**config.mk**
```make
export PLATFORM = sky130hd
export DESIGN_NAME = word_ram
export DESIGN_NICKNAME = d
export VERILOG_FILES = /design/src/design/matmul_pkg.sv /design/src/design/word_ram.sv
export VERILOG_INCLUDE_DIRS = /design/src /design/src/design
export SDC_FILE = /design/constraint.sdc
export NUM_CORES = 2
export LEC_CHECK = 0
export BUFFER_PORTS_ARGS = -buffer_cell sky130_fd_sc_hd__buf_2
export CAP_MARGIN = 5
export CORE_MARGIN = 5
export CORE_UTILIZATION = 30
export DETAILED_ROUTE_END_ITERATION = 8
export PLACE_DENSITY_LB_ADDON = 0.1
export SLEW_MARGIN = 10
export SYNTH_ARGS = -nofsm -noshare
export SYNTH_HDL_FRONTEND = slang
export SYNTH_SLANG_ARGS = --single-unit
```
**constraint.sdc**
```tcl
create_clock -name clk -period 18.8 [get_ports clk]
set_clock_uncertainty 0.1 [all_clocks]
set_input_delay 3.76 -clock clk [delete_from_list [all_inputs] [get_ports clk]]
set_output_delay 3.76 -clock clk [all_outputs]
set_load 0.1 [all_outputs]
```
**src/design/matmul_config.svh**
```systemverilog
`ifndef MATMUL_CONFIG_SVH
`define MATMUL_CONFIG_SVH

// element width in bits
`define MATMUL_DWIDTH 8

// array is N x N, one memory lane per row or column
`define MATMUL_N 4

`define MATMUL_AWIDTH 7
`define MATMUL_MEM_DEPTH 128

// multiply stage plus accumulate stage
`define MATMUL_MAC_STAGES 2

`define MATMUL_WORD_WIDTH (`MATMUL_N * `MATMUL_DWIDTH)

`endif

```
**src/design/matmul_pkg.sv**
```systemverilog
`include "matmul_config.svh"

package matmul_pkg;

  // one matrix element, unsigned
  typedef logic [`MATMUL_DWIDTH-1:0] elem_t;

  // one memory word, lane k in bits [k*DWIDTH +: DWIDTH]
  typedef elem_t [`MATMUL_N-1:0] word_t;

  typedef logic [`MATMUL_AWIDTH-1:0] addr_t;

  // run sequencer
  typedef enum logic [2:0] {
    st_idle,
    st_feed,
    st_flush,
    st_write,
    st_done
  } seq_state_t;

endpackage

```
**src/design/word_ram.sv**
```systemverilog
`timescale 1ns/1ps
`include "matmul_config.svh"

module word_ram #(
  parameter int depth = `MATMUL_MEM_DEPTH
) (
  input  logic              clk,
  input  matmul_pkg::addr_t addr,
  input  matmul_pkg::word_t wdata,
  input  logic              we,
  output matmul_pkg::word_t rdata
);

  logic [`MATMUL_WORD_WIDTH-1:0] mem [depth];

  // read-before-write, so a read at the written address sees the old word
  always_ff @(posedge clk) begin
    if (we) begin
      mem[addr] <= wdata;
    end
    rdata <= mem[addr];
  end

endmodule

```
# Word level (Yosys, flattened, before mapping)

Memory sizes are Yosys's and may differ from the RTL's. A register that Yosys moved wholly into a read port is not among the register bits.
Index checks and enable logic that the tools add are counted.

Muxes and demuxes: 2

Operators by type and width:

| cell   | number |
|---|---|
| $mux 1 | 2 |

Bits in registers: 0
Bits in writable memories: 4096
Input bits: 41
Output and inout bits: 32
Logic and storage cells: 3
Memories: 1

Memory list:

| memory | words | bits a word | read ports | clocked after memory_dff | write ports | line           | source |
|---|---|---|---|---|---|---|---|
| mem    | 128   | 32          | 1          | 1                        | 1           | word_ram.sv:14 | `` logic [`MATMUL_WORD_WIDTH-1:0] mem [depth]; `` |

# Depth between registers and ports, before layout

Depth in word-level cells: 2
Depth in mapped cells: 12
Mapped depth without buffers: 6

# Least setup slack after synthesis

No wires, ideal clock.

Kind: input port to flip-flop
From: input port addr[2]
To: memory mem[72][0] (netlist name), enable pin
Library setup time: 502 ps
Arrival: 8199 ps
Required time: 18198 ps
Setup slack: 9999 ps
Cell stages on the path: 9
Path buffers: 8
Cells stage by stage: buf_2 > buf_4 > buf_4 > buf_2 > buf_2 > buf_2 > clkbuf_1 > buf_2 > nor4_1

RTL lines:

| element         | line           | source |
|---|---|---|
| start, declared | word_ram.sv:8  | `input matmul_pkg::addr_t addr,` |
| end, declared   | word_ram.sv:14 |  |

Straight into the memory's write port.

==> results.json <==
{
  "startpoint_type": "input pin",
  "final_common_cell": "edfxtp_1",
  "p_sw_share_pct": 24.5,
  "p_int_w": 0.0153,
  "power_frac_comb_pct": 6.9,
  "ant_nets": 0,
  "clk_pin_slew_ns": 0.06,
  "clockPowerShare_pct": 42.5,
  "grt-ovfl-total": 0,
  "crit_chain": "buf_8 -> buf_4 -> buf_4 -> buf_4 -> buf_4 -> mux2i_1 -> nor2_1 -> a21oi_1 -> o221ai_1 -> a311oi_1 -> nand4b_1",
  "die_area_sq_um": 539000,
  "cts_resized": 0,
  "insertion_delay_ns": 1.05,
  "placedCellCount": 15705,
  "antenna_found_initial": 109,
  "drv_slew": 0,
  "grt_pass1_wl_microns": 903000,
  "final_cell_mix": "edfxtp_1, a221oi_1, a22oi_1",
  "route.detailed.drc": 0,
  "final_hold_viol_count": 0,
  "hp-start": "mem[27][30]",
  "layout.nets": 9241,
  "yosysWarningCount": 0,
  "synth.distinct_cells": 76,
  "seq_area_sq_um": 124000,
  "async_flop_share_pct": 0,
  "r2r_cells": 6,
  "clock_sinks": 4128,
  "power.density_nw_per_um2": 111,
  "cts_hold_buf": 0,
  "worstMarginPinSlew_ns": 1.39,
  "critPathRequiredTime_ns": 19.41,
  "io_buffers": 72,
  "switchingPower_w": 0.00495,
  "syn_area_sq_um": 157000,
  "fp.dieW_microns": 734,
  "avgSynthCellArea_sq_um": 17.6,
  "drt-total-wl_microns": 685000,
  "cp_top_family": "buffers and inverters",
  "slowest_stage": "a311oi_1",
  "multi_input_area_sq_um": 31800,
  "cts_setup_buffers": 0,
  "end_kind": "flip-flop",
  "ys_ff_latch": 4128,
  "yosysSeqAreaShare_pct": 78.6,
  "cts_tree": "yes",
  "grt_max_degree": 101,
  "p_seq_share_pct": 50.6,
  "critical_path_arrival_ns": 9.64,
  "final.setup.tns_ns": 0,
  "instances_no_fill": 16608,
  "vias": 96691,
  "whs_path_depth": 3,
  "relSlewSlack_pct": 6.51,
  "cts_buffers": 461,
  "outcome": "completed",
  "worst-path-buf-inv": 5,
  "fmax_mhz": 111,
  "cts_htree_levels": 5,
  "fin_crit_ns": 9.03,
  "cts-root-buf": "clkbuf_16",
  "dr.pass1.iters": 8,
  "critical_path_class": "input pin to flip-flop",
  "rrSetupSlack_ns": 14.81,
  "drive_above_1_share_pct": 17.9,
  "grt_pass1_vias": 92459,
  "cpMostUsedCell": "buf_4",
  "leakage_nw": 55.4,
  "area_growth_pct": 16.2,
  "place_hpwl_microns": 406000,
  "io_pins": 73,
  "fill_cells": 49446,
  "core_sq_um": 524000,
  "finalSetupViolCount": 0,
  "syn_nets": 8995,
  "crit_cells": 11,
  "ys.flop_type": "edfxtp_1",
  "yosysTopAreaCellShare_pct": 78.2,
  "synthCells": 8954,
  "synth.largest_area_cell": "edfxtp_1",
  "crit_fanout": 51,
  "hp-class": "flip-flop to flip-flop",
  "die_h_microns": 734,
  "slowest_delay_ns": 1.10,
  "maxCapViolations": 0,
  "rr_endpoint": "rdata[12]",
  "floorplan.initialDensity_pct": 30.0,
  "synth-edff-count": 4096,
  "min_to": "rdata[30]",
  "rsz0062_at_grt": "no",
  "num_rows": 266,
  "avgViaCountPerCell": 5.82,
  "drt_iter0_markers": 13214,
  "post-route-period-util_pct": 48.0,
  "wl_per_cell_microns": 41.3,
  "peakVddDrop_uv": 103,
  "r2r-start": "mem[102][12]",
  "groute.usage.overall_pct": 24.6,
  "clockBufferDepth": 4,
  "synth_area_leaders": "edfxtp_1, a221oi_1, a22oi_1",
  "place_congestion": 0.847
}
-- cells by family (layout without fill, tap and decap cells) --
| logic type | count (synthesis) | after routing | synth area share, % |
|---|---|---|---|
| and+or+nand+nor | 885 | 885 | 2.73 |
| muxes | 476 | 476 | 3.81 |
| DFF | 4128 | 4128 | 78.6 |
| AOI/OAI and AO/OA | 2731 | 2731 | 12.8 |
| other | 0 | 61 | 0 |
| buffers and inverters | 734 | 1359 | 2.02 |
-- cell type report --
class,count,share of cell area [%]
multi-input combinational,4092,17.4
clock buffer,602,6.71
tap,6968,4.77
clock inverter,240,1.04
timing repair buffer,510,2.27
sequential,4128,67.7
inverter,7,0.0281
antenna,61,0.0836
-- routing by layer --
layer  up-vias  global-route usage [%]  wire length [microns]
met5         -                       0                    180
met4        30                    7.15                  22900
met3       839                    4.32                  54500
met1     52935                    34.8                 295000
li1      38204                       -                      -
met2      4683                    38.8                 313000
-- synth_stat cells, types with 15 or more instances --
cell and instances:
o21ai_0 324, nand2b_1 22, nand3_1 27, o221ai_1 49
a211oi_1 43, nand2_1 241, a22o_1 43, mux2i_1 127
a31oi_1 21, mux4_2 70, a221oi_1 847, nor2_1 290
a21o_1 15, a22oi_1 468, a21oi_1 425, buf_4 26
buf_2 239, a221o_1 64, nor3_1 43, o2111ai_1 17
or2_2 16, buf_1 135, o2bb2ai_1 25, a211o_1 19
dfxtp_1 32, nand3b_1 31, nor2b_1 108, o22ai_1 170
o211ai_1 17, clkbuf_1 324, edfxtp_1 4096, o22a_1 31
a222oi_1 44, mux2_2 277
-- power groups by stage --
stage | registers, W | logic, W | clock network, W
floorplan | 0.0105 | 0.000499 | 0
global placement | 0.0104 | 0.00138 | 0
detailed placement | 0.0104 | 0.00139 | 0
CTS | 0.0102 | 0.00139 | 0.00875
global route | 0.0102 | 0.00142 | 0.00914
finish | 0.0102 | 0.00139 | 0.00860
-- tightest hold or removal path, stage by stage (launching register included) --
cell and delay [ns]:
edfxtp_1 0.32, a221oi_1 0.07, o22a_1 0.23, nand4b_1 0.09
-- stage by stage --
step,hold WS [ns],instance area [sq um],power [W],setup WS [ns],util (%)
2_1_floorplan,0.451,157000,0.0110,10.0,-
3_3_place_gp,0.621,168000,0.0118,8.63,32.1
3_5_place_dp,0.619,168000,0.0118,8.84,32.2
4_1_cts,0.645,183000,0.0204,9.99,34.9
5_1_grt,0.670,183000,0.0208,10.10,34.9
6_report,0.636,183000,0.0202,9.77,34.9
-- registers in the layout, indices dropped and copies added, names as in the netlist --
| name | cells |
|---|---|
| mem | 4096 |
| rdata | 32 |
-- how the worst max path moves through the flow --
stage | startpoint | end
after floorplan | addr[2] | mem[72][0]
final | addr[2] | rdata[12]
after global routing | addr[2] | rdata[12]
after CTS | addr[2] | rdata[12]
after detailed placement | addr[2] | rdata[12]
after global placement | addr[0] | rdata[13]
(Power assumes the default switching activity.)
