===== src/design/matmul_config.svh =====
`ifndef MATMUL_CONFIG_SVH
`define MATMUL_CONFIG_SVH

// element width in bits
`define MATMUL_DWIDTH 8

// array is N x N, one memory lane per row or column
`define MATMUL_N 4

`define MATMUL_AWIDTH 7
`define MATMUL_MEM_DEPTH 128

// multiply stage plus accumulate stage
`define MATMUL_MAC_STAGES 2

`define MATMUL_WORD_WIDTH (`MATMUL_N * `MATMUL_DWIDTH)

`endif


===== src/design/matmul_pkg.sv =====
`include "matmul_config.svh"

package matmul_pkg;

  // one matrix element, unsigned
  typedef logic [`MATMUL_DWIDTH-1:0] elem_t;

  // one memory word, lane k in bits [k*DWIDTH +: DWIDTH]
  typedef elem_t [`MATMUL_N-1:0] word_t;

  typedef logic [`MATMUL_AWIDTH-1:0] addr_t;

  // run sequencer
  typedef enum logic [2:0] {
    st_idle,
    st_feed,
    st_flush,
    st_write,
    st_done
  } seq_state_t;

endpackage


===== src/design/mac_pe.sv =====
`timescale 1ns/1ps

module mac_pe (
  input  logic              clk,
  input  logic              reset,
  input  logic              clear,
  input  matmul_pkg::elem_t in_a,
  input  matmul_pkg::elem_t in_b,
  output matmul_pkg::elem_t out_a,
  output matmul_pkg::elem_t out_b,
  output matmul_pkg::elem_t sum
);

  import matmul_pkg::*;

  elem_t prod_q;
  elem_t acc_q;

  // operand forwarding to the right and down neighbours
  always_ff @(posedge clk) begin
    if (reset) begin
      out_a <= '0;
      out_b <= '0;
    end else begin
      out_a <= in_a;
      out_b <= in_b;
    end
  end

  // stage 1 keeps the low byte of the product, stage 2 accumulates mod 256
  always_ff @(posedge clk) begin
    if (reset) begin
      prod_q <= '0;
      acc_q  <= '0;
    end else begin
      prod_q <= in_a * in_b;
      if (clear) begin
        acc_q <= '0;
      end else begin
        acc_q <= acc_q + prod_q;
      end
    end
  end

  assign sum = acc_q;

endmodule


===== src/design/systolic_execute.sv =====
`timescale 1ns/1ps
`include "matmul_config.svh"

module systolic_execute (
  input  logic              clk,
  input  logic              reset,
  input  logic              acc_clear,
  input  matmul_pkg::word_t a_feed,
  input  matmul_pkg::word_t b_feed,
  output matmul_pkg::elem_t sums [`MATMUL_N * `MATMUL_N]
);

  import matmul_pkg::*;

  // a moves right along a row, b moves down a column
  elem_t a_link [`MATMUL_N][`MATMUL_N + 1];
  elem_t b_link [`MATMUL_N + 1][`MATMUL_N];

  for (genvar k = 0; k < `MATMUL_N; k++) begin : g_edge
    assign a_link[k][0] = a_feed[k];
    assign b_link[0][k] = b_feed[k];
  end

  for (genvar i = 0; i < `MATMUL_N; i++) begin : g_row
    for (genvar j = 0; j < `MATMUL_N; j++) begin : g_col
      mac_pe pe (
        .clk   (clk),
        .reset (reset),
        .clear (acc_clear),
        .in_a  (a_link[i][j]),
        .in_b  (b_link[i][j]),
        .out_a (a_link[i][j+1]),
        .out_b (b_link[i+1][j]),
        .sum   (sums[i * `MATMUL_N + j])
      );
    end
  end

endmodule


===== config.mk =====
export PLATFORM = sky130hd
export DESIGN_NAME = systolic_execute
export DESIGN_NICKNAME = d
export VERILOG_FILES = /design/src/design/matmul_pkg.sv /design/src/design/mac_pe.sv /design/src/design/systolic_execute.sv
export VERILOG_INCLUDE_DIRS = /design/src /design/src/design
export SDC_FILE = /design/constraint.sdc
export NUM_CORES = 2
export LEC_CHECK = 0
export BUFFER_PORTS_ARGS = -buffer_cell sky130_fd_sc_hd__buf_2
export CAP_MARGIN = 25
export CORE_UTILIZATION = 45
export CTS_BUF_LIST = sky130_fd_sc_hd__clkbuf_16
export CTS_CLUSTER_DIAMETER = 200
export DETAILED_ROUTE_END_ITERATION = 8
export PLACE_DENSITY = 0.66
export SLEW_MARGIN = 15
export SYNTH_ARGS = -nofsm -noshare
export SYNTH_HDL_FRONTEND = slang
export SYNTH_SLANG_ARGS = --single-unit

===== constraint.sdc =====
create_clock -name clk -period 12 [get_ports clk]
set_input_delay 2.4 -clock clk [delete_from_list [all_inputs] [get_ports clk]]
set_output_delay 2.4 -clock clk [all_outputs]
set_load 0.02 [all_outputs]

# Word-level counts from Yosys, hierarchy flattened
# Index checks and enable logic that the tools add are counted.
dict set report op_classes {
  addsub 16
  mul 16
  reduce_logical 1
}
# op n
set op_table {}
lappend op_table {{$add A8 B8 Y8} 16}
lappend op_table {{$mul A8 B8 Y8} 16}
lappend op_table {{$reduce_or A2 Y1} 1}
dict set report word_totals {
  register_bits 448
  elab_cells 89
  inputBits 67
  out_inout_bits 128
}

# Longest topological paths before layout
dict set report depth {
  word_depth 1
  mapped_depth 15
  depth_no_buf 15
}

# Cells and area by module
# Synthesis repeated with hierarchy kept, for this count alone.
dict set report unflattened {
  hier_cells 3307
  area_unflattened_um2 31659.1
}
# mod seq_area_each_um2 instances area_each_um2 cells_each
set by_module_without_submodules {}
lappend by_module_without_submodules {{mac_pe at g_row[0].g_col[0].pe ...} 640.6 9 1980.6 207}
lappend by_module_without_submodules {{mac_pe at g_row[2].g_col[3].pe ...} 640.6 5 1976.9 206}
lappend by_module_without_submodules {{mac_pe at g_row[1].g_col[0].pe ...} 640.6 2 1974.4 207}

# Worst setup path after synthesis
# Ideal clock, no wire load.
dict set report synth_timing {
  kind {input-to-reg}
  startpoint {in b_feed[4] in the netlist's numbering}
  endpoint {reg g_row[0].g_col[0].pe.prod_q[7]}
  path_stages 13
  arrival_ps 5328
  required_time_ps 11872
  slack_ps 6544
  n_path_buf 0
  setup_ps 128
  cell_sequence {and2_1 fa_1 fa_1 ha_1 inv_1 fa_1 inv_1 ha_1 a21o_1 a21oi_1 xnor2_1 xnor2_1 nor2_1}
}
dict set report synth_between {
  elab_chain_len 1
}
# element line
set synth_lines {}
lappend synth_lines {{start: declaration} systolic_execute.sv:9} ;# input matmul_pkg::word_t b_feed,
lappend synth_lines {{$mul A8 B8 Y8} mac_pe.sv:36} ;# prod_q <= in_a * in_b;
lappend synth_lines {{end signal: assignment} mac_pe.sv:36}
lappend synth_lines {{end: declaration} mac_pe.sv:16} ;# elem_t prod_q;
# Every way passes these cells.
# A chain may end at the register's enable or synchronous reset.

# Final worst setup path
dict set report layout_timing {
  startpoint {in a_feed[11] in the netlist's numbering}
  endpoint {reg g_row[1].g_col[0].pe.prod_q[7]}
}
dict set report layout_between {
  elab_chain_len 1
}
# element line
set layout_lines {}
lappend layout_lines {{start: declaration} systolic_execute.sv:8} ;# input matmul_pkg::word_t a_feed,
lappend layout_lines {{$mul A8 B8 Y8} mac_pe.sv:36}
lappend layout_lines {{end signal: assignment} mac_pe.sv:36}
lappend layout_lines {{end: declaration} mac_pe.sv:16}
# Every way passes these cells.

==> out/metrics.yaml <==
fin_crit_sh_pct: 42.8
multi_input_area_um2: 19000
ctsHoldBuffers: 0
async_reset_ff_share_pct: 0
cts_made_buffers: 51
drv_slew: 0
post-cts-setup-buffers: 0
die_h_um: 259
seq_area_frac_synth_pct: 30.1
synth_warnings: 0
cp-end-kind: "flip-flop"
r2r-start: "g_row[0].g_col[0].pe.out_b[2]"
drt_iter0_markers: 710
syn2layout_area_growth_pct: 12.3
slowest_stage: "fa_1"
drive_gt1_share_pct: 8.42
cts_tree: "yes"
drv_cap: 0
coreArea_um2: 64900
setup_violations: 0
start_util_pct: 45.9
insertion_delay_ns: 0.60
slew_headroom_pct: 37.1
dr.pass1.iters: 5
ff2ff_path_depth: 13
grt_max_degree: 135
synthTopCellsByCount: "dfxtp_1, inv_1, ha_1, and2_1, nor2b_1"
synth_area_leaders: "dfxtp_1, ha_1, fa_1"
min_to: "g_row[3].g_col[2].pe.out_a[7]"
cpMostUsedCell: "fa_1"
vias: 20300
overflow: 0
crit_type: "in -> reg"
drc_errors: 0
fin_nets: 4034
gp_congestion: 0.850
ys_seq_elements: 448
cts_resized: 0
finalSetupTns_ns: 0
hold_ws_ns: 0.466
synth.most_common_cell: "dfxtp_1"
fmax_ghz: 0.195
dieArea_um2: 67200
worstHoldPathType: "reg -> reg"
grtUsageTotal_pct: 18.7
clock_skew_ns: 0.0124
postLayoutCoreUtil_pct: 51.5
ctsLongestPathBuffers: 3
ir_worst_vdd_mv: 0.0830
std_cell_rows: 93
syn_inst: 3188
post-synth-top-area-cell: "dfxtp_1"
r2r-end: "g_row[1].g_col[0].pe.prod_q[7]"
wirelength_um: 61800
wl_per_cell_um: 14.4
grt_pass1_wl_um: 102000
syn_avg_cell_area_um2: 9.34
cts_sinks: 448
htree_levels: 2
path_clk_slew_ns: 0.06
antenna_found_initial: 3
power_density_nw_per_um2: 112
cpPeakStageDelay_ns: 0.55
synth_top_area_share_pct: 30.1
crit_fanout: 6
hold_path_depth: 1
synth_edf_count: 0
leakage_nw: 16.1
root_buffer: "clkbuf_16"
startpoint_type: "input pin"
fill_cells: 6077
power.total_mw: 3.75
syn_nets: 3831
path_cells: "buf_2 > nand2_1 > fa_1 > fa_1 > inv_1 > fa_1 > inv_1 > fa_1 > inv_1 > ha_1 > a21oi_1 > xnor2_1 > xnor2_1 > nor2_1"
hp-start: "g_row[3].g_col[1].pe.out_a[7]"
viasPerCell: 4.73
regArea_um2: 8970
synth_cell_types: 27
worst_pin_slew_ns: 0.944
ant_nets: 0
ff2ff_setup_slack_ns: 8.26
crit_required_ns: 12.45
grt_pass1_vias: 20300
ys.flop_type: "dfxtp_1"
hold_viol: 0
hpwl_um: 47800
syn-cell-area_um2: 29800
min_period_ns: 5.14
portBuffers: 194
worstPathArrival_ns: 5.59
status: "finished clean"
rsz0062_at_grt: "no"
pin_count: 195
die_w_um: 259
through the flow:
step | worst slack, ns | area (µm²) | instances
6_report | 6.86 | 33500 | 4291
3_3_place_gp | 6.28 | 31700 | 4193
4_1_cts | 6.89 | 33400 | 4288
5_1_grt | 6.72 | 33400 | 4288
2_1_floorplan | 6.54 | 29800 | 3188
3_5_place_dp | 6.25 | 31700 | 4193
placed cells by master, fill, tap and decap left out, types with 4 or more instances in the layout:
cell type	synthesis	final
a21o_1	48	48
xnor2_1	208	208
a21boi_0	15	15
buf_2	9	193
clkinv_1	0	14
nor3_1	64	64
nor2b_1	279	279
dfxtp_1	448	448
o21a_1	32	32
clkbuf_16	0	53
nand2_2	5	5
o21ai_1	13	13
ha_1	368	368
and2_1	356	356
buf_4	0	4
or3_1	16	16
nand2b_1	16	16
nor4_1	16	16
inv_1	433	434
clkinvlp_4	0	5
xor2_1	92	92
xnor2_2	4	4
bufinv_16	0	9
a21oi_1	96	96
nand2_1	247	247
fa_1	208	208
nor2_1	123	122
o21ai_0	51	51
clkinv_2	0	10
power by group:
| group | internal (mW) | total [mW] | switching [mW] |
|---|---|---|---|
| sequential | 1.56 | 1.62 | 0.0654 |
| clock | 0.993 | 1.64 | 0.651 |
| combinational | 0.214 | 0.478 | 0.264 |
logic make-up after synthesis:
kind of cell    after synthesis  share of synthesized area [%]
simple gates               1123                           20.2
xor+xnor                    304                           9.04
fa+ha+maj                   576                           29.4
compound gates              256                           5.11
buf+inv                     481                           6.10
flops                       448                           30.1
sequential cells by signal (all words and copies together) (netlist names):
name,flops
g_row.g_col.pe.sum,128
g_row.g_col.pe.prod_q,128
g_row.g_col.pe.out_b,96
g_row.g_col.pe.out_a,96
routing by layer:
metal  vias up  track usage [%]  routed length (µm)
met3        81             2.67                2380
met2       267             31.9               29300
met4         0             5.13                1420
met5         -                0                   0
met1      9585             24.7               28700
li1      10300                -                   -
layout make-up:
type                       instances  share of cell area (%)
multi-input combinational       2259                    56.8
sequential                       448                    26.8
inverter                         433                    4.86
clock buffer                      53                    3.96
tap                              855                    3.20
timing repair buffer             198                    3.02
clock inverter                    42                    1.32
antenna                            3                  0.0224
worst max-delay path: cells and delay by family:
family                     cells  cell delay (ns)
AOI/OAI and AO/OA              1             0.16
adders and majority gates      5             2.33
buffers and inverters          4             0.27
xor gates and xnor gates       2             0.30
and+or+nand+nor                2             0.13
how the worst max path moves through the flow:
stage / startpoint / end / slack, ns
5_1_grt: a_feed[0] / g_row[0].g_col[0].pe.prod_q[7] / 6.72
2_1_floorplan: b_feed[4] / g_row[0].g_col[0].pe.prod_q[7] / 6.54
6_report: a_feed[11] / g_row[1].g_col[0].pe.prod_q[7] / 6.86
3_5_place_dp: a_feed[11] / g_row[1].g_col[0].pe.prod_q[7] / 6.25
4_1_cts: a_feed[0] / g_row[0].g_col[0].pe.prod_q[7] / 6.89
3_3_place_gp: a_feed[0] / g_row[0].g_col[0].pe.prod_q[7] / 6.28
Note: power is estimated with default switching activity, not from simulation.
