[src/design/matmul_config.svh]
`ifndef MATMUL_CONFIG_SVH
`define MATMUL_CONFIG_SVH

// element width in bits
`define MATMUL_DWIDTH 8

// array is N x N, one memory lane per row or column
`define MATMUL_N 4

`define MATMUL_AWIDTH 7
`define MATMUL_MEM_DEPTH 128

// multiply stage plus accumulate stage
`define MATMUL_MAC_STAGES 2

`define MATMUL_WORD_WIDTH (`MATMUL_N * `MATMUL_DWIDTH)

`endif

[src/design/matmul_pkg.sv]
`include "matmul_config.svh"

package matmul_pkg;

  // one matrix element, unsigned
  typedef logic [`MATMUL_DWIDTH-1:0] elem_t;

  // one memory word, lane k in bits [k*DWIDTH +: DWIDTH]
  typedef elem_t [`MATMUL_N-1:0] word_t;

  typedef logic [`MATMUL_AWIDTH-1:0] addr_t;

  // run sequencer
  typedef enum logic [2:0] {
    st_idle,
    st_feed,
    st_flush,
    st_write,
    st_done
  } seq_state_t;

endpackage

[src/design/operand_decode.sv]
`timescale 1ns/1ps
`include "matmul_config.svh"

module operand_decode (
  input  logic              clk,
  input  logic              reset,
  input  logic              start,
  input  logic              write_done,
  input  matmul_pkg::word_t a_rdata,
  input  matmul_pkg::word_t b_rdata,
  output matmul_pkg::addr_t a_addr,
  output matmul_pkg::addr_t b_addr,
  output matmul_pkg::word_t a_feed,
  output matmul_pkg::word_t b_feed,
  output logic              acc_clear,
  output logic              capture,
  output logic              done
);

  import matmul_pkg::*;

  // counted from the first feed cycle: N reads, N-1 skew, then the flush
  localparam int capture_cnt = 2 * `MATMUL_N - 1 + 2 * (`MATMUL_N - 1) + `MATMUL_MAC_STAGES;
  localparam int cnt_width = $clog2(capture_cnt + 1);
  localparam addr_t park_addr = addr_t'(`MATMUL_MEM_DEPTH - 1);

  seq_state_t state;
  logic [cnt_width-1:0] cnt;
  addr_t rd_addr;
  logic rd_valid;
  word_t a_gated;
  word_t b_gated;

  // dropping start abandons the run from any state
  always_ff @(posedge clk) begin
    if (reset || !start) begin
      state   <= st_idle;
      cnt     <= '0;
      rd_addr <= park_addr;
    end else begin
      case (state)
        st_idle: begin
          state   <= st_feed;
          cnt     <= '0;
          rd_addr <= '0;
        end
        st_feed: begin
          cnt <= cnt + 1'b1;
          if (cnt == cnt_width'(`MATMUL_N - 1)) begin
            state   <= st_flush;
            rd_addr <= park_addr;
          end else begin
            rd_addr <= rd_addr + 1'b1;
          end
        end
        st_flush: begin
          cnt <= cnt + 1'b1;
          if (capture) begin
            state <= st_write;
          end
        end
        st_write: begin
          if (write_done) begin
            state <= st_done;
          end
        end
        st_done: begin
          state <= st_done;
        end
        default: begin
          state <= st_idle;
        end
      endcase
    end
  end

  // read data comes back one cycle after a feed-state address
  always_ff @(posedge clk) begin
    if (reset) begin
      rd_valid <= 1'b0;
    end else begin
      rd_valid <= (state == st_feed);
    end
  end

  // parked-address contents must not reach the array
  assign a_gated = rd_valid ? a_rdata : '0;
  assign b_gated = rd_valid ? b_rdata : '0;

  // lane i delayed by i cycles so operands meet on the diagonal
  for (genvar i = 0; i < `MATMUL_N; i++) begin : g_skew
    if (i == 0) begin : g_lane0
      assign a_feed[0] = a_gated[0];
      assign b_feed[0] = b_gated[0];
    end else begin : g_delay
      elem_t a_pipe [i];
      elem_t b_pipe [i];

      always_ff @(posedge clk) begin
        if (reset) begin
          a_pipe <= '{default: '0};
          b_pipe <= '{default: '0};
        end else begin
          a_pipe[0] <= a_gated[i];
          b_pipe[0] <= b_gated[i];
          for (int s = 1; s < i; s++) begin
            a_pipe[s] <= a_pipe[s-1];
            b_pipe[s] <= b_pipe[s-1];
          end
        end
      end

      assign a_feed[i] = a_pipe[i-1];
      assign b_feed[i] = b_pipe[i-1];
    end
  end

  assign a_addr = rd_addr;
  assign b_addr = rd_addr;

  // clears the accumulators on the idle to feed edge
  assign acc_clear = (state == st_idle) && start;
  assign capture   = (state == st_flush) && (cnt == cnt_width'(capture_cnt));
  assign done      = (state == st_done);

  // the address register must track the feed state, never run past the matrix
  a_feed_addr_range: assert property (
    @(posedge clk) disable iff (reset)
    (state == st_feed) |-> (rd_addr < addr_t'(`MATMUL_N))
  );

endmodule

[config.mk]
export PLATFORM = sky130hd
export DESIGN_NAME = operand_decode
export DESIGN_NICKNAME = d
export VERILOG_FILES = /design/src/design/matmul_pkg.sv /design/src/design/operand_decode.sv
export VERILOG_INCLUDE_DIRS = /design/src /design/src/design
export SDC_FILE = /design/constraint.sdc
export NUM_CORES = 1
export LEC_CHECK = 0
export BUFFER_PORTS_ARGS = -buffer_cell sky130_fd_sc_hd__buf_2
export CAP_MARGIN = 15
export CORE_MARGIN = 1
export CORE_UTILIZATION = 30
export DETAILED_ROUTE_END_ITERATION = 7
export PLACE_DENSITY_LB_ADDON = 0.2
export RECOVER_POWER = 100
export SYNTH_ARGS = -nofsm -noshare
export SYNTH_HDL_FRONTEND = slang
export SYNTH_SLANG_ARGS = --single-unit
[constraint.sdc]
create_clock -name clk -period 2.5 [get_ports clk]
set_clock_uncertainty 0.2 [all_clocks]
set_input_delay 0.125 -clock clk [delete_from_list [all_inputs] [get_ports clk]]
set_output_delay 0.125 -clock clk [all_outputs]
set_load 0.01 [all_outputs]
Word level (Yosys, flattened, before mapping):

Cells that the tools add are included.

* register bits after elaboration: 111
* latch bits: 0
* RAM bits: 0
* ROM bits: 0
* output and inout bits: 81
* word-level logic and storage cells: 47
* memories kept: 0

* add/subtract/negate cells: 2
* $mul: 0
* div/mod/pow operators: 0
* $lt $le $gt $ge: 0
* equal/unequal tests: 9
* shift operators: 0
* multiplexer cells: 9
* bitwise gates (word level): 1
* reduce and logical (&&, ||, !) cells: 10

Operators by type and width (number)
* 8-bit two-way mux: 2
* 3-bit one-hot mux with 5 select lines: 1
* 7-bit one-hot mux with 2 select lines: 1
* 3-bit two-way mux: 3
* 4-bit one-hot mux with 2 select lines: 1
* 7-bit by 1-bit adder with 7-bit output, second input constant: 1
* 7-bit two-way mux: 1
* 3-bit by 2-bit equality test with 1-bit output, second input constant: 2
* 2-bit inequality test, second input constant: 3
* 4-bit by 1-bit adder with 4-bit output, second input constant: 1
* 4-bit by 2-bit equality test with 1-bit output, second input constant: 1
* 4-bit equality test, second input constant: 1
* 2-bit nonzero test: 2
* 2-bit OR reduction: 2
* 3-bit by 1-bit equality test with 1-bit output, second input constant: 1
* 3-bit equality test, second input constant: 1
* 3-bit logical NOT: 1
* 3-bit AND reduction: 1
* 1-bit logical AND: 2
* 1-bit logical NOT: 1
* 1-bit logical OR: 1
* 1-bit inverter: 1

Logic depth before layout (Yosys ltp):

Gate-level depths: netlist of run 1.

* word-level depth: 4
* gate-level depth with buffers: 5

Worst setup path after synthesis of run 1:

OpenSTA, ideal clock, no wires.

* path kind: register -> register
* from: register cnt[0]
* to: register rd_addr[3], in the netlist a_addr[3]
* arrival: 1.191 ns
* required time: 2.163 ns
* path slack: 0.972 ns
* cell stages (with the launch flop): 6
* buffers on the path: 1
* clock period less this slack: 1.528 ns
* path through: dfxtp_1 -> ha_1 -> nor3b_4 -> buf_6 -> o41ai_1 -> a32oi_1

* cells in the longest elaborated chain, start to end: 3

RTL lines
* start: declaration: line operand_decode.sv:28 `logic [cnt_width-1:0] cnt;`
* start signal: assignment: line operand_decode.sv:48 `cnt <= cnt + 1'b1;`
* start signal: assignment: line operand_decode.sv:57 `cnt <= cnt + 1'b1;`
* 4-bit by 2-bit equality test with 1-bit output: line operand_decode.sv:49 `` if (cnt == cnt_width'(`MATMUL_N - 1)) begin ``
* 7-bit two-way mux: line operand_decode.sv:49
* 7-bit one-hot mux with 2 select lines: line operand_decode.sv:41 `case (state)`
* end signal: assignment: line operand_decode.sv:39 `rd_addr <= park_addr;`
* end signal: assignment: line operand_decode.sv:51 `rd_addr <= park_addr;`
* end signal: assignment: line operand_decode.sv:53 `rd_addr <= rd_addr + 1'b1;`
* end: declaration: line operand_decode.sv:29 `addr_t rd_addr;`

Every way passes these cells.
A chain may end at the register's enable or synchronous reset.

Final worst setup path of run 1:

* from: input reset
* to: register g_skew[3].g_delay.a_pipe, in the netlist a_feed[26]

RTL lines
* start: declaration: line operand_decode.sv:6 `input logic reset,`
* end signal: indexed assignment: line operand_decode.sv:107 `a_pipe[s] <= a_pipe[s-1];`
* end: declaration: line operand_decode.sv:96 `elem_t a_pipe [i];`

No word-level cell between the ends.

==> run summary, run 1 <==
Outcome
* **run status** complete, no violations

STA
* **minimum clock period after layout** 2.00 ns
* **Final Worst Setup Slack** 0.502 ns
* **timing-limited maximum frequency** 0.500 GHz
* **Hold WS** 0.0120 ns
* **Max Transition Viols Final** 0
* **transition time at the pin with the least slew margin** 1.12 ns
* **setup repair after global routing missed its margin** false
* **share of the cycle needed by the critical path after routing** 79.9%
* **total negative setup slack** 0 ns
* **headroom to the max-slew limit** 25.6%
* **number of hold-slack violations in the final timing report** 0
* **Setup-failing EPs final** 0

Placement
* **standard cell area after detailed placement** 0.00442 mm²
* **number of input and output port buffers inserted** 148
* **setup slack after placement** 0.658 ns
* **global placer's final weighted congestion** 0.785
* **half-perimeter wire length after detailed placement** 5.59 mm

Global routing
* **GRT Total Usage** 12.6%
* **total congestion overflow** 0
* **global-route wire length before repair** 12.5 mm
* **largest net degree at the start of global routing** 29
* **number of antenna violations at the first check in global routing** 0
* **number of global-route vias before repair** 2612

Cells and area
* **fill cell count** 1275
* **nets** 586
* **Syn-to-layout area delta** 32.9%
* **share of cells above drive strength 1** 17.1%
* **total area of multi-input combinational cells** 0.00118 mm²
* **Sequential Area** 0.00222 mm²
* **number of inserted diodes** 0
* **final instance area** 0.00506 mm²

Floorplan
* **num rows** 40
* **Vert. Die Dim** 115 µm
* **Top Ports** 149
* **DIE AREA** 0.0131 mm²
* **initial core utilization** 31.2%
* **die outline width** 115 µm
* **core region area** 0.0122 mm²

Synthesis
* **register bit count reported by yosys** 111
* **mux contribution to synthesized area** 0%
* **Post-Syn Area** 0.00381 mm²
* **dominant combinational cell family by area after synthesis** simple AND/OR/NAND/NOR gates
* **fraction of the yosys area taken by sequential cells** 58.4%
* **Gate Count Post-Synth** 360
* **arithmetic-cell share of the synthesized area counting full adders, half adders and majority gates** 0.657%
* **synth warn** 0
* **post-synth net total** 430
* **Avg Synthesized Cell Area** 10.6 µm²
* **library cells used by synthesis** 37
* **XOR/XNOR Fraction of Synth Area** 0.230%
* **post-synthesis compound-gate area fraction** 5.95%
* **simple-gate share of the synthesized area** 24.0%

Critical path
* **Worst EP required** 2.48 ns
* **critical path start-end classification** in2reg
* **largest driver fanout on the critical path** 26
* **data arrival time at the worst-slack endpoint** 1.97 ns
* **crit path launch type** input port
* **kind of end point of the critical path** flip-flop

CTS
* **H-Tree Depth** 3
* **Clock Pin Slew Worst Setup and Hold Paths** 0.07 ns
* **clock insertion delay at the later pin of the skew report** 0.34 ns
* **CTS tree** yes
* **cts bufs inserted** 9
* **clock sinks** 111
* **setup bufs post-CTS** 0
* **Max Buffers Root-to-Sink** 2
* **clock tree root driver cell** clkbuf_16

Drt
* **detailed router's first-iteration violation count** 137
* **number of routed nets with antenna violations** 0
* **Vias/cell** 4.07
* **remaining design rule violation count** 0
* **Routed WL per cell** 11.8 µm
* **iteration count of the initial detailed-routing pass** 4
* **total detailed-routing wirelength** 8.15 mm
* **vias after detailed routing** 2797

Power and ir drop
* **Cell Pwr Density** 659 mW/mm²
* **total leakage power** 0.00212 µW
* **VDD IR-drop max** 0.369 mV

Run
* **maxcap violations** 0

Worst hold path
* **worst hold-check path type** in2reg

cells by family (layout without fill, tap and decap cells):
kind of cell / after synthesis / after routing
adder cells (fa/ha/maj): 2 / 2
XOR/XNOR: 1 / 1
AND/OR/NAND/NOR: 147 / 147
flip-flops: 111 / 111
AO/OA/AOI/OAI: 34 / 34
buffers and inverters: 65 / 225
layout make-up:
type                            instances  share of cell area (%)
Clock buffer                           12                    4.67
Clock inverter                          3                   0.420
Inverter                                8                   0.593
Multi-Input combinational cell        184                    23.2
Sequential cell                       111                    43.9
Tap cell                              168                    4.15
Timing Repair Buffer                  202                    23.0
layer usage:
layer	up-vias	GRT usage, %	share of wire, %	routed length, µm
li1	1424	-	-	-
met1	1272	14.4	44	3580
met2	87	21.1	49	3970
met3	14	3.44	5.1	418
met4	0	6.84	2.1	174
met5	-	0	0	0
synth_stat cells (all sizes together):
master / instances / area share [%]
nand2b: 2 / 0.33
o221a: 1 / 0.30
a21oi: 6 / 0.79
or3b: 1 / 0.23
a21boi: 1 / 0.20
xor2: 1 / 0.23
ha: 2 / 0.66
and3: 5 / 0.82
nand2: 4 / 0.39
nor3b: 3 / 0.89
o41ai: 1 / 0.23
a21o: 1 / 0.20
inv: 8 / 0.79
nor2b: 50 / 8.2
a211oi: 1 / 0.20
or3: 1 / 0.20
o31ai: 4 / 0.79
a31oi: 2 / 0.33
nand4: 1 / 0.16
a31o: 1 / 0.23
a32oi: 4 / 0.92
nand3b: 1 / 0.20
or2: 1 / 0.16
buf: 45 / 8.7
nor2: 5 / 0.49
nor4: 2 / 0.33
a311oi: 2 / 0.46
nor4b: 1 / 0.23
nand3: 4 / 0.53
dfxtp: 111 / 58
o21ai: 10 / 1.3
clkbuf: 12 / 1.2
and2: 66 / 11
flip-flops by register name, summed over array words and instances, names as in the netlist:
register	count
a_feed	16
cnt	4
a_addr	7
state	3
g_skew.g_delay.a_pipe	32
g_skew.g_delay.b_pipe	32
b_feed	16
rd_valid	1
through the flow:
stage               utilization, %  std cells  power (µW)
floorplan                        -        360        1960
global placement              36.2        623        2040
detailed placement            36.2        623        2050
CTS                           42.4        688        3390
global route                  41.4        688        3470
finish                        41.4        688        3330
cell usage in the layout (no fill, tap or decap), types with 2 or more instances in the layout:
cell type      netlist  routed
a21oi_1              6       6
a311oi_1             2       2
a31oi_1              2       2
a32oi_1              4       4
and2_0               0      19
and2_1              66      47
and3_1               5       5
buf_2                4      71
clkbuf_1            10      83
clkbuf_16            0       9
dfxtp_1            111     111
dlygate4sd3_1        0      50
ha_1                 2       2
inv_1                8       8
nand2_1              4       4
nand2b_1             2       2
nand3_1              4       4
nor2_1               5       5
nor2b_1             50      49
nor3b_1              2       2
nor4_1               2       2
o21ai_0             10      10
o31ai_1              4       4
path summary, 6_finish.rpt:
check / start / endpoint / slack, ns / cells past startpoint
min reg2reg: g_skew[3].g_delay.b_pipe[11]$_SDFF_PP0_ / b_feed[27]$_SDFF_PP0_ / 0.23 / 1
max reg2reg: rd_valid$_SDFF_PP0_ / g_skew[1].g_delay.a_pipe[3]$_SDFF_PP0_ / 0.57 / 3
max: reset / a_feed[26]$_SDFF_PP0_ / 0.50 / 4
min: write_done / state[1]$_SDFFE_PP0P_ / 0.01 / 4
critical path, stage by stage:
cell           delay [ns]
dlygate4sd3_1        0.53
buf_2                0.30
clkbuf_1             0.87
nor2b_1              0.14
what timing repair did:
item                                    in CTS  in global routing
resized for setup                            0                  0
hold buffers                                50                  0
endpoints found under the hold margin       61                  0
endpoints found under the setup margin       0                  0
where the power goes:
group	internal, µW	total, µW	switching [µW]
Sequential	1800	1820	23.3
Clock	672	1280	607
Combinational	136	236	100
Power figures use the tool's default switching activity.
==> run 2: changes to the inputs <==
==> constraint.sdc (replaced) <==
create_clock -name clk -period 1.6 [get_ports clk]
set_clock_uncertainty 0.2 [all_clocks]
set_input_delay 0.08 -clock clk [delete_from_list [all_inputs] [get_ports clk]]
set_output_delay 0.08 -clock clk [all_outputs]
set_load 0.01 [all_outputs]
==> run summary, run 2 (synthesized netlist as in run 1, its figures left out) <==
CTS
* **Max Buffers Root-to-Sink** 2, unchanged
* **clock sinks** 111, unchanged
* **clock insertion delay at the later pin of the skew report** 0.35 ns, was 0.34 ns
* **cts bufs inserted** 9, unchanged
* **CTS tree** yes, unchanged
* **Clock Pin Slew Worst Setup and Hold Paths** 0.08 ns, was 0.07 ns
* **clock tree root driver cell** clkbuf_16, unchanged
* **H-Tree Depth** 3, unchanged

Worst hold path
* **worst hold-check path type** reg2reg, was in2reg

Global routing
* **largest net degree at the start of global routing** 49, was 29
* **number of global-route vias before repair** 2799, was 2612
* **total congestion overflow** 0, unchanged
* **global-route wire length before repair** 13.2 mm, was 12.5 mm
* **GRT Total Usage** 13.1%, was 12.6%
* **number of antenna violations at the first check in global routing** 0, unchanged

Cells and area
* **total area of multi-input combinational cells** 0.00129 mm², was 0.00118 mm²
* **number of standard cells in the final layout excluding fillers** 705, was 688
* **share of cells above drive strength 1** 26.4%, was 17.1%
* **Syn-to-layout area delta** 42.3%, was 32.9%
* **biggest registers after layout** g_skew.g_delay.a_pipe: 32 flops, g_skew.g_delay.b_pipe: 32 flops, unchanged
* **number of inserted diodes** 0, unchanged
* **Sequential Area** 0.00224 mm², was 0.00222 mm²
* **fill cell count** 1234, was 1275
* **most common cell after layout, fill and taps aside** dfxtp_1, unchanged
* **commonest non-fill, non-tap cells in the layout** dfxtp_1, buf_2, clkbuf_1, and2_1, dlygate4sd3_1, was dfxtp_1, clkbuf_1, buf_2, dlygate4sd3_1, nor2b_1
* **nets** 602, was 586

Floorplan
* **die outline width** 115 µm, unchanged
* **DIE AREA** 0.0131 mm², unchanged
* **core region area** 0.0122 mm², unchanged
* **Top Ports** 149, unchanged
* **initial core utilization** 31.2%, unchanged
* **Vert. Die Dim** 115 µm, unchanged
* **num rows** 40, unchanged

STA
* **share of the cycle needed by the critical path after routing** 103%
* **Final Worst Setup Slack** -0.0521 ns, was 0.502 ns
* **setup repair after global routing missed its margin** true, was false
* **headroom to the max-slew limit** 64.8%, was 25.6%
* **timing-limited maximum frequency** 0.605 GHz
* **Max Transition Viols Final** 0, unchanged
* **Setup-failing EPs final** 2, was 0
* **transition time at the pin with the least slew margin** 0.528 ns, was 1.12 ns
* **minimum clock period after layout** 1.65 ns
* **Hold WS** 0.237 ns, was 0.0120 ns
* **number of hold-slack violations in the final timing report** 0, unchanged

Placement
* **placed cells** 631, was 623
* **number of input and output port buffers inserted** 148, unchanged
* **global placer's final weighted congestion** 0.740, was 0.785
* **half-perimeter wire length after detailed placement** 5.46 mm, was 5.59 mm

Outcome
* **run status** finished with violations, was complete, no violations
* **failing checks** setup timing

Drt
* **number of routed nets with antenna violations** 0, unchanged
* **detailed router's first-iteration violation count** 128, was 137
* **Vias/cell** 4.09, was 4.07
* **Routed WL per cell** 11.9 µm, was 11.8 µm
* **vias after detailed routing** 2882, was 2797
* **total detailed-routing wirelength** 8.42 mm, was 8.15 mm
* **iteration count of the initial detailed-routing pass** 4, unchanged
* **remaining design rule violation count** 0, unchanged

Power and ir drop
* **VDD IR-drop max** 0.653 mV, was 0.369 mV
* **total leakage power** 0.00234 µW, was 0.00212 µW
* **Cell Pwr Density** 1050 mW/mm², was 659 mW/mm²

Critical path
* **launch instance of the worst register-to-register path** cnt[1]$_SDFFE_PP0P_, was rd_valid$_SDFF_PP0_
* **Setup crit start** cnt[0]$_SDFFE_PP0P_, was reset
* **kind of end point of the critical path** primary output, was flip-flop
* **largest driver fanout on the critical path** 2, was 26
* **critical path, cell by cell** ha_4, buf_6, nand3_4, nor4b_2, buf_2, was dlygate4sd3_1, buf_2, clkbuf_1, nor2b_1
* **crit path launch type** flip-flop, was input port
* **standard cell with the maximum stage delay on the critical path** dfxtp_2, was clkbuf_1
* **worst reg2reg endpoint** a_addr[6]$_SDFFE_PP1P_, was g_skew[1].g_delay.a_pipe[3]$_SDFF_PP0_
* **maximum single-stage delay on the critical path** 0.36 ns, was 0.87 ns
* **number of cells traversed by the worst register-to-register path** 6, was 3
* **data arrival time at the worst-slack endpoint** 1.37 ns, was 1.97 ns
* **capturing instance or port of the critical path** capture, was a_feed[26]$_SDFF_PP0_
* **critical path start-end classification** reg2out, was in2reg
* **R2R Setup Slk** -0.02 ns, was 0.57 ns
* **Worst EP required** 1.32 ns, was 2.48 ns

Run
* **maxcap violations** 0, unchanged

## run 2: final cells by class
class                           instances  area share [%]
Timing Repair Buffer                  218            24.4
Clock inverter                          7            1.89
Clock buffer                            9            4.16
Inverter                                8           0.554
Multi-Input combinational cell        184            23.8
Sequential cell                       111            41.3
Tap cell                              168            3.88
## run 2: repair_timing
action / in CTS / in global routing
pin swaps: 3 / 8
hold endpoints to repair: 59 / 0
endpoints found under the setup margin: 4 / 10
resized for setup: 16 / 15
cloned: 0 / 0
hold buffers: 51 / 0
buffers inserted: 3 / 5
## run 2: power breakdown
part / leakage, µW / internal, µW / switching (µW)
Sequential: 0.000902 / 2800 / 30.0
Combinational: 0.00127 / 234 / 183
Clock: 0.000162 / 1390 / 1030
## run 2: per-stage QoR
| step | total power [µW] | instance area [µm²] | utilization [%] | setup TNS (ns) | setup slack [ns] |
|---|---|---|---|---|---|
| floorplan | 3060 | 3810 | - | 0 | 0.0722 |
| global placement | 3200 | 4490 | 36.8 | 0 | 0.0327 |
| detailed placement | 3210 | 4490 | 36.8 | -0.0339 | -0.0339 |
| CTS | 5770 | 5400 | 44.2 | -0.317 | -0.164 |
| global route | 5910 | 5420 | 44.4 | -0.423 | -0.140 |
| finish | 5670 | 5420 | 44.4 | -0.0673 | -0.0521 |
## run 2: worst min-delay path by stage
stage                                       startpoint                                 endpoint  slack (ns)  depth (start not counted)
3_5_place_dp                               a_rdata[27]  g_skew[3].g_delay.a_pipe[19]$_SDFF_PP0_        0.08                          2
6_report       g_skew[3].g_delay.a_pipe[15]$_SDFF_PP0_                    a_feed[31]$_SDFF_PP0_        0.24                          1
4_1_cts                                    a_rdata[27]  g_skew[3].g_delay.a_pipe[19]$_SDFF_PP0_        0.24                          3
2_1_floorplan                               a_rdata[8]   g_skew[1].g_delay.a_pipe[0]$_SDFF_PP0_       0.002                          1
5_1_grt        g_skew[3].g_delay.b_pipe[17]$_SDFF_PP0_   g_skew[3].g_delay.b_pipe[9]$_SDFF_PP0_        0.25                          1
3_3_place_gp                                b_rdata[9]   g_skew[1].g_delay.b_pipe[1]$_SDFF_PP0_        0.08                          2
## run 2: critical path, delay by kind of cell (launching register included)
family / cells / cell delay, ns
simple gates: 2 / 0.26
buf+inv: 2 / 0.26
fa+ha+maj: 1 / 0.14
flops: 1 / 0.36
## run 2: metal layers
metal  up-vias  track usage, %  wire length, µm
li1       1456               -                -
met1      1332            15.1             3710
met5         -               0                0
met3        14            3.97              389
met2        80            22.1             4130
met4         0            6.23              192
==> run 3: changes to the inputs <==
--- a/config.mk
+++ b/config.mk
@@ -6,6 +6,7 @@
 export SDC_FILE = /design/constraint.sdc
 export NUM_CORES = 1
 export LEC_CHECK = 0
+export ABC_AREA = 1
 export BUFFER_PORTS_ARGS = -buffer_cell sky130_fd_sc_hd__buf_2
 export CAP_MARGIN = 15
 export CORE_MARGIN = 1
==> run summary, run 3 <==
Global routing
* **GRT Total Usage** 12.5%, was 13.1%
* **number of global-route vias before repair** 3011, was 2799
* **global-route wire length before repair** 13.7 mm, was 13.2 mm
* **largest net degree at the start of global routing** 50, was 49
* **total congestion overflow** 0, unchanged
* **number of antenna violations at the first check in global routing** 0, unchanged

Cells and area
* **biggest registers after layout** g_skew.g_delay.a_pipe: 32 flops, g_skew.g_delay.b_pipe: 32 flops, unchanged
* **share of cells above drive strength 1** 16.8%, was 26.4%
* **number of inserted diodes** 0, unchanged
* **commonest non-fill, non-tap cells in the layout** inv_1, dfxtp_1, nor2_1, clkbuf_1, buf_2, was dfxtp_1, buf_2, clkbuf_1, and2_1, dlygate4sd3_1
* **final core utilization** 41.8%, was 44.4%
* **number of standard cells in the final layout excluding fillers** 831, was 705
* **nets** 724, was 602
* **most common cell after layout, fill and taps aside** inv_1, was dfxtp_1
* **Syn-to-layout area delta** 34.1%, was 42.3%
* **final instance area** 0.00537 mm², was 0.00542 mm²

Drt
* **remaining design rule violation count** 0, unchanged
* **number of routed nets with antenna violations** 0, unchanged
* **detailed router's first-iteration violation count** 132, was 128
* **vias after detailed routing** 3209, was 2882
* **Vias/cell** 3.86, was 4.09
* **iteration count of the initial detailed-routing pass** 4, unchanged
* **total detailed-routing wirelength** 8.21 mm, was 8.42 mm
* **Routed WL per cell** 9.88 µm, was 11.9 µm

Floorplan
* **Vert. Die Dim** 117 µm, was 115 µm
* **Top Ports** 149, unchanged
* **num rows** 41, was 40
* **die outline width** 117 µm, was 115 µm
* **core region area** 0.0128 mm², was 0.0122 mm²
* **initial core utilization** 31.2%, about the same
* **DIE AREA** 0.0138 mm², was 0.0131 mm²

Critical path
* **maximum single-stage delay on the critical path** 0.61 ns, was 0.36 ns
* **data arrival time at the worst-slack endpoint** 1.57 ns, was 1.37 ns
* **critical path, cell by cell** dlygate4sd3_1, nor2_4, buf_4, dlygate4sd3_1, nand2_1, was ha_4, buf_6, nand3_4, nor4b_2, buf_2
* **crit path launch type** input port, was flip-flop
* **critical path start-end classification** in2reg, was reg2out
* **standard cell with the maximum stage delay on the critical path** dlygate4sd3_1, was dfxtp_2
* **kind of end point of the critical path** flip-flop, was primary output
* **largest driver fanout on the critical path** 5, was 2
* **Critical Path Most Common Cell** dlygate4sd3_1
* **Worst EP required** 1.64 ns, was 1.32 ns
* **R2R Setup Slk** 0.15 ns, was -0.02 ns

STA
* **number of hold-slack violations in the final timing report** 0, unchanged
* **setup repair after global routing missed its margin** false, was true
* **share of the cycle needed by the critical path after routing** 96.0%, was 103%
* **transition time at the pin with the least slew margin** 0.607 ns, was 0.528 ns
* **headroom to the max-slew limit** 59.5%, was 64.8%
* **Max Transition Viols Final** 0, unchanged
* **Final Worst Setup Slack** 0.0637 ns, was -0.0521 ns
* **minimum clock period after layout** 1.54 ns, was 1.65 ns
* **total negative setup slack** 0 ns, was -0.0673 ns
* **timing-limited maximum frequency** 0.651 GHz, was 0.605 GHz
* **Setup-failing EPs final** 0, was 2

Synthesis
* **XOR/XNOR Fraction of Synth Area** 0%, was 0.230%
* **cell types occupying the most area after synthesis** dfxtp_1, inv_1, nor2_1, buf_4, nand2_1, was dfxtp_1, and2_1, nor2b_1, buf_4, o21ai_0
* **Gate Count Post-Synth** 495, was 360
* **post-synth net total** 565, was 430
* **synth warn** 0, unchanged
* **most repeated cell in the gate-level netlist after synthesis** inv_1, was dfxtp_1
* **arithmetic-cell share of the synthesized area counting full adders, half adders and majority gates** 0.626%, was 0.657%
* **Post-Syn Area** 0.00400 mm², was 0.00381 mm²
* **proportion of synthesized flip-flops having asynchronous set or reset** 0%, unchanged
* **top flip-flop cell by instance count after synthesis** dfxtp_1, unchanged
* **Yosys top cell area share** 55.6%, was 58.4%
* **fraction of the yosys area taken by sequential cells** 55.6%, was 58.4%
* **simple-gate share of the synthesized area** 19.7%, was 24.0%
* **cell types with the highest counts after synthesis** inv_1, dfxtp_1, nor2_1, was dfxtp_1, and2_1, nor2b_1
* **mux contribution to synthesized area** 0%, unchanged
* **dominant combinational cell family by area after synthesis** buffers and inverters, was simple AND/OR/NAND/NOR gates
* **register bit count reported by yosys** 111, unchanged
* **library cells used by synthesis** 25, was 37
* **cell type with the largest total area after synthesis** dfxtp_1, unchanged
* **count of flip-flops with a built-in enable after synthesis** 0, unchanged
* **post-synthesis compound-gate area fraction** 2.41%, was 5.95%
* **Avg Synthesized Cell Area** 8.08 µm², was 10.6 µm²

CTS
* **Max Buffers Root-to-Sink** 2, unchanged
* **H-Tree Depth** 3, unchanged
* **clock sinks** 111, unchanged
* **clock insertion delay at the later pin of the skew report** 0.35 ns, about the same
* **CTS tree** yes, unchanged
* **cts bufs inserted** 9, unchanged
* **Clock Pin Slew Worst Setup and Hold Paths** 0.07 ns, was 0.08 ns
* **clock tree root driver cell** clkbuf_16, unchanged

Power and ir drop
* **VDD IR-drop max** 0.864 mV, was 0.653 mV
* **Cell Pwr Density** 1080 mW/mm², was 1050 mW/mm²
* **total leakage power** 0.00259 µW, was 0.00234 µW

Placement
* **global placer's final weighted congestion** 0.808, was 0.740
* **placed cells** 765, was 631
* **standard cell area after detailed placement** 0.00461 mm², was 0.00449 mm²
* **setup slack after placement** 0.0699 ns, was -0.0339 ns
* **half-perimeter wire length after detailed placement** 5.49 mm, was 5.46 mm
* **number of input and output port buffers inserted** 148, unchanged

Outcome
* **run status** complete, no violations, was finished with violations

Worst hold path
* **worst hold-check path type** in2reg, was reg2reg

Run
* **maxcap violations** 0, unchanged

==> run 3: cell types whose count changed in the layout (fill, tap and decap cells not counted), sizes merged, moves of 5 or more <==
cell    delta
clkbuf    +15
and3       -5
nand2     +50
buf       -29
nor2b     -50
nor2     +105
nand3      +9
and2      -66
inv      +117
==> run 3: what timing repair did <==
action	CTS	global route
gates resized for setup	4	6
pin swaps	1	0
hold buffers	50	0
setup buffers	1	0
setup endpoints to repair	1	5
endpoints found under the hold margin	56	0
==> run 3: cell type report <==
type / count / area (µm²)
Clock buffer: 10 / 239
Clock inverter: 6 / 103
Fill cell: 1371 / 7460
Inverter: 128 / 480
Multi-Input combinational cell: 202 / 922
Sequential cell: 111 / 2230
Tap cell: 172 / 215
Timing Repair Buffer: 202 / 1170
==> run 3: final timing paths <==
| path | from | end | cells after the start |
|---|---|---|---|
| max | reset | a_addr[0]$_SDFFE_PP1P_ | 5 |
| min | write_done | state[0]$_SDFFE_PP0P_ | 6 |
| max reg2reg | state[2]$_SDFFE_PP0P_ | state[1]$_SDFFE_PP0P_ | 6 |
| min reg2reg | g_skew[2].g_delay.b_pipe[9]$_SDFF_PP0_ | b_feed[17]$_SDFF_PP0_ | 2 |
==> run 3: layer usage <==
layer | share of wire [%] | vias up | wire [µm] | track usage, %
met5 | 0 | - | 0 | 0
met2 | 47 | 89 | 3880 | 20.9
met4 | 1.6 | 0 | 130 | 5.29
met1 | 44 | 1437 | 3610 | 14.1
li1 | - | 1675 | - | -
met3 | 7.1 | 8 | 584 | 4.89
==> run 3: cells by family (layout without fill, tap and decap cells) <==
family / Yosys count / in the layout
AO/OA/AOI/OAI: 18 / 18
adder cells (fa/ha/maj): 2 / 2
buffers and inverters: 182 / 346
flip-flops: 111 / 111
AND/OR/NAND/NOR: 182 / 182
==> run 3: metrics by stage <==
| stage | total power [µW] | hold WS (ns) |
|---|---|---|
| floorplan | 3160 | -0.00778 |
| global placement | 3290 | 0.0921 |
| detailed placement | 3300 | 0.0983 |
| CTS | 5900 | 0.00280 |
| global route | 6050 | 0.0681 |
| finish | 5780 | 0.0345 |
==> run 3: worst max-delay path, delay by kind of cell <==
family        cells  cell delay (ns)
simple gates      2             0.18
buf+inv           3             1.31
==> run 3: power by group <==
part / leakage [µW] / switching [µW] / internal [µW] / total (µW)
registers: 0.000901 / 42.2 / 2810 / 2850
logic: 0.00152 / 232 / 230 / 462
clock network: 0.000166 / 1030 / 1440 / 2470
total: 0.00259 / 1300 / 4480 / 5780
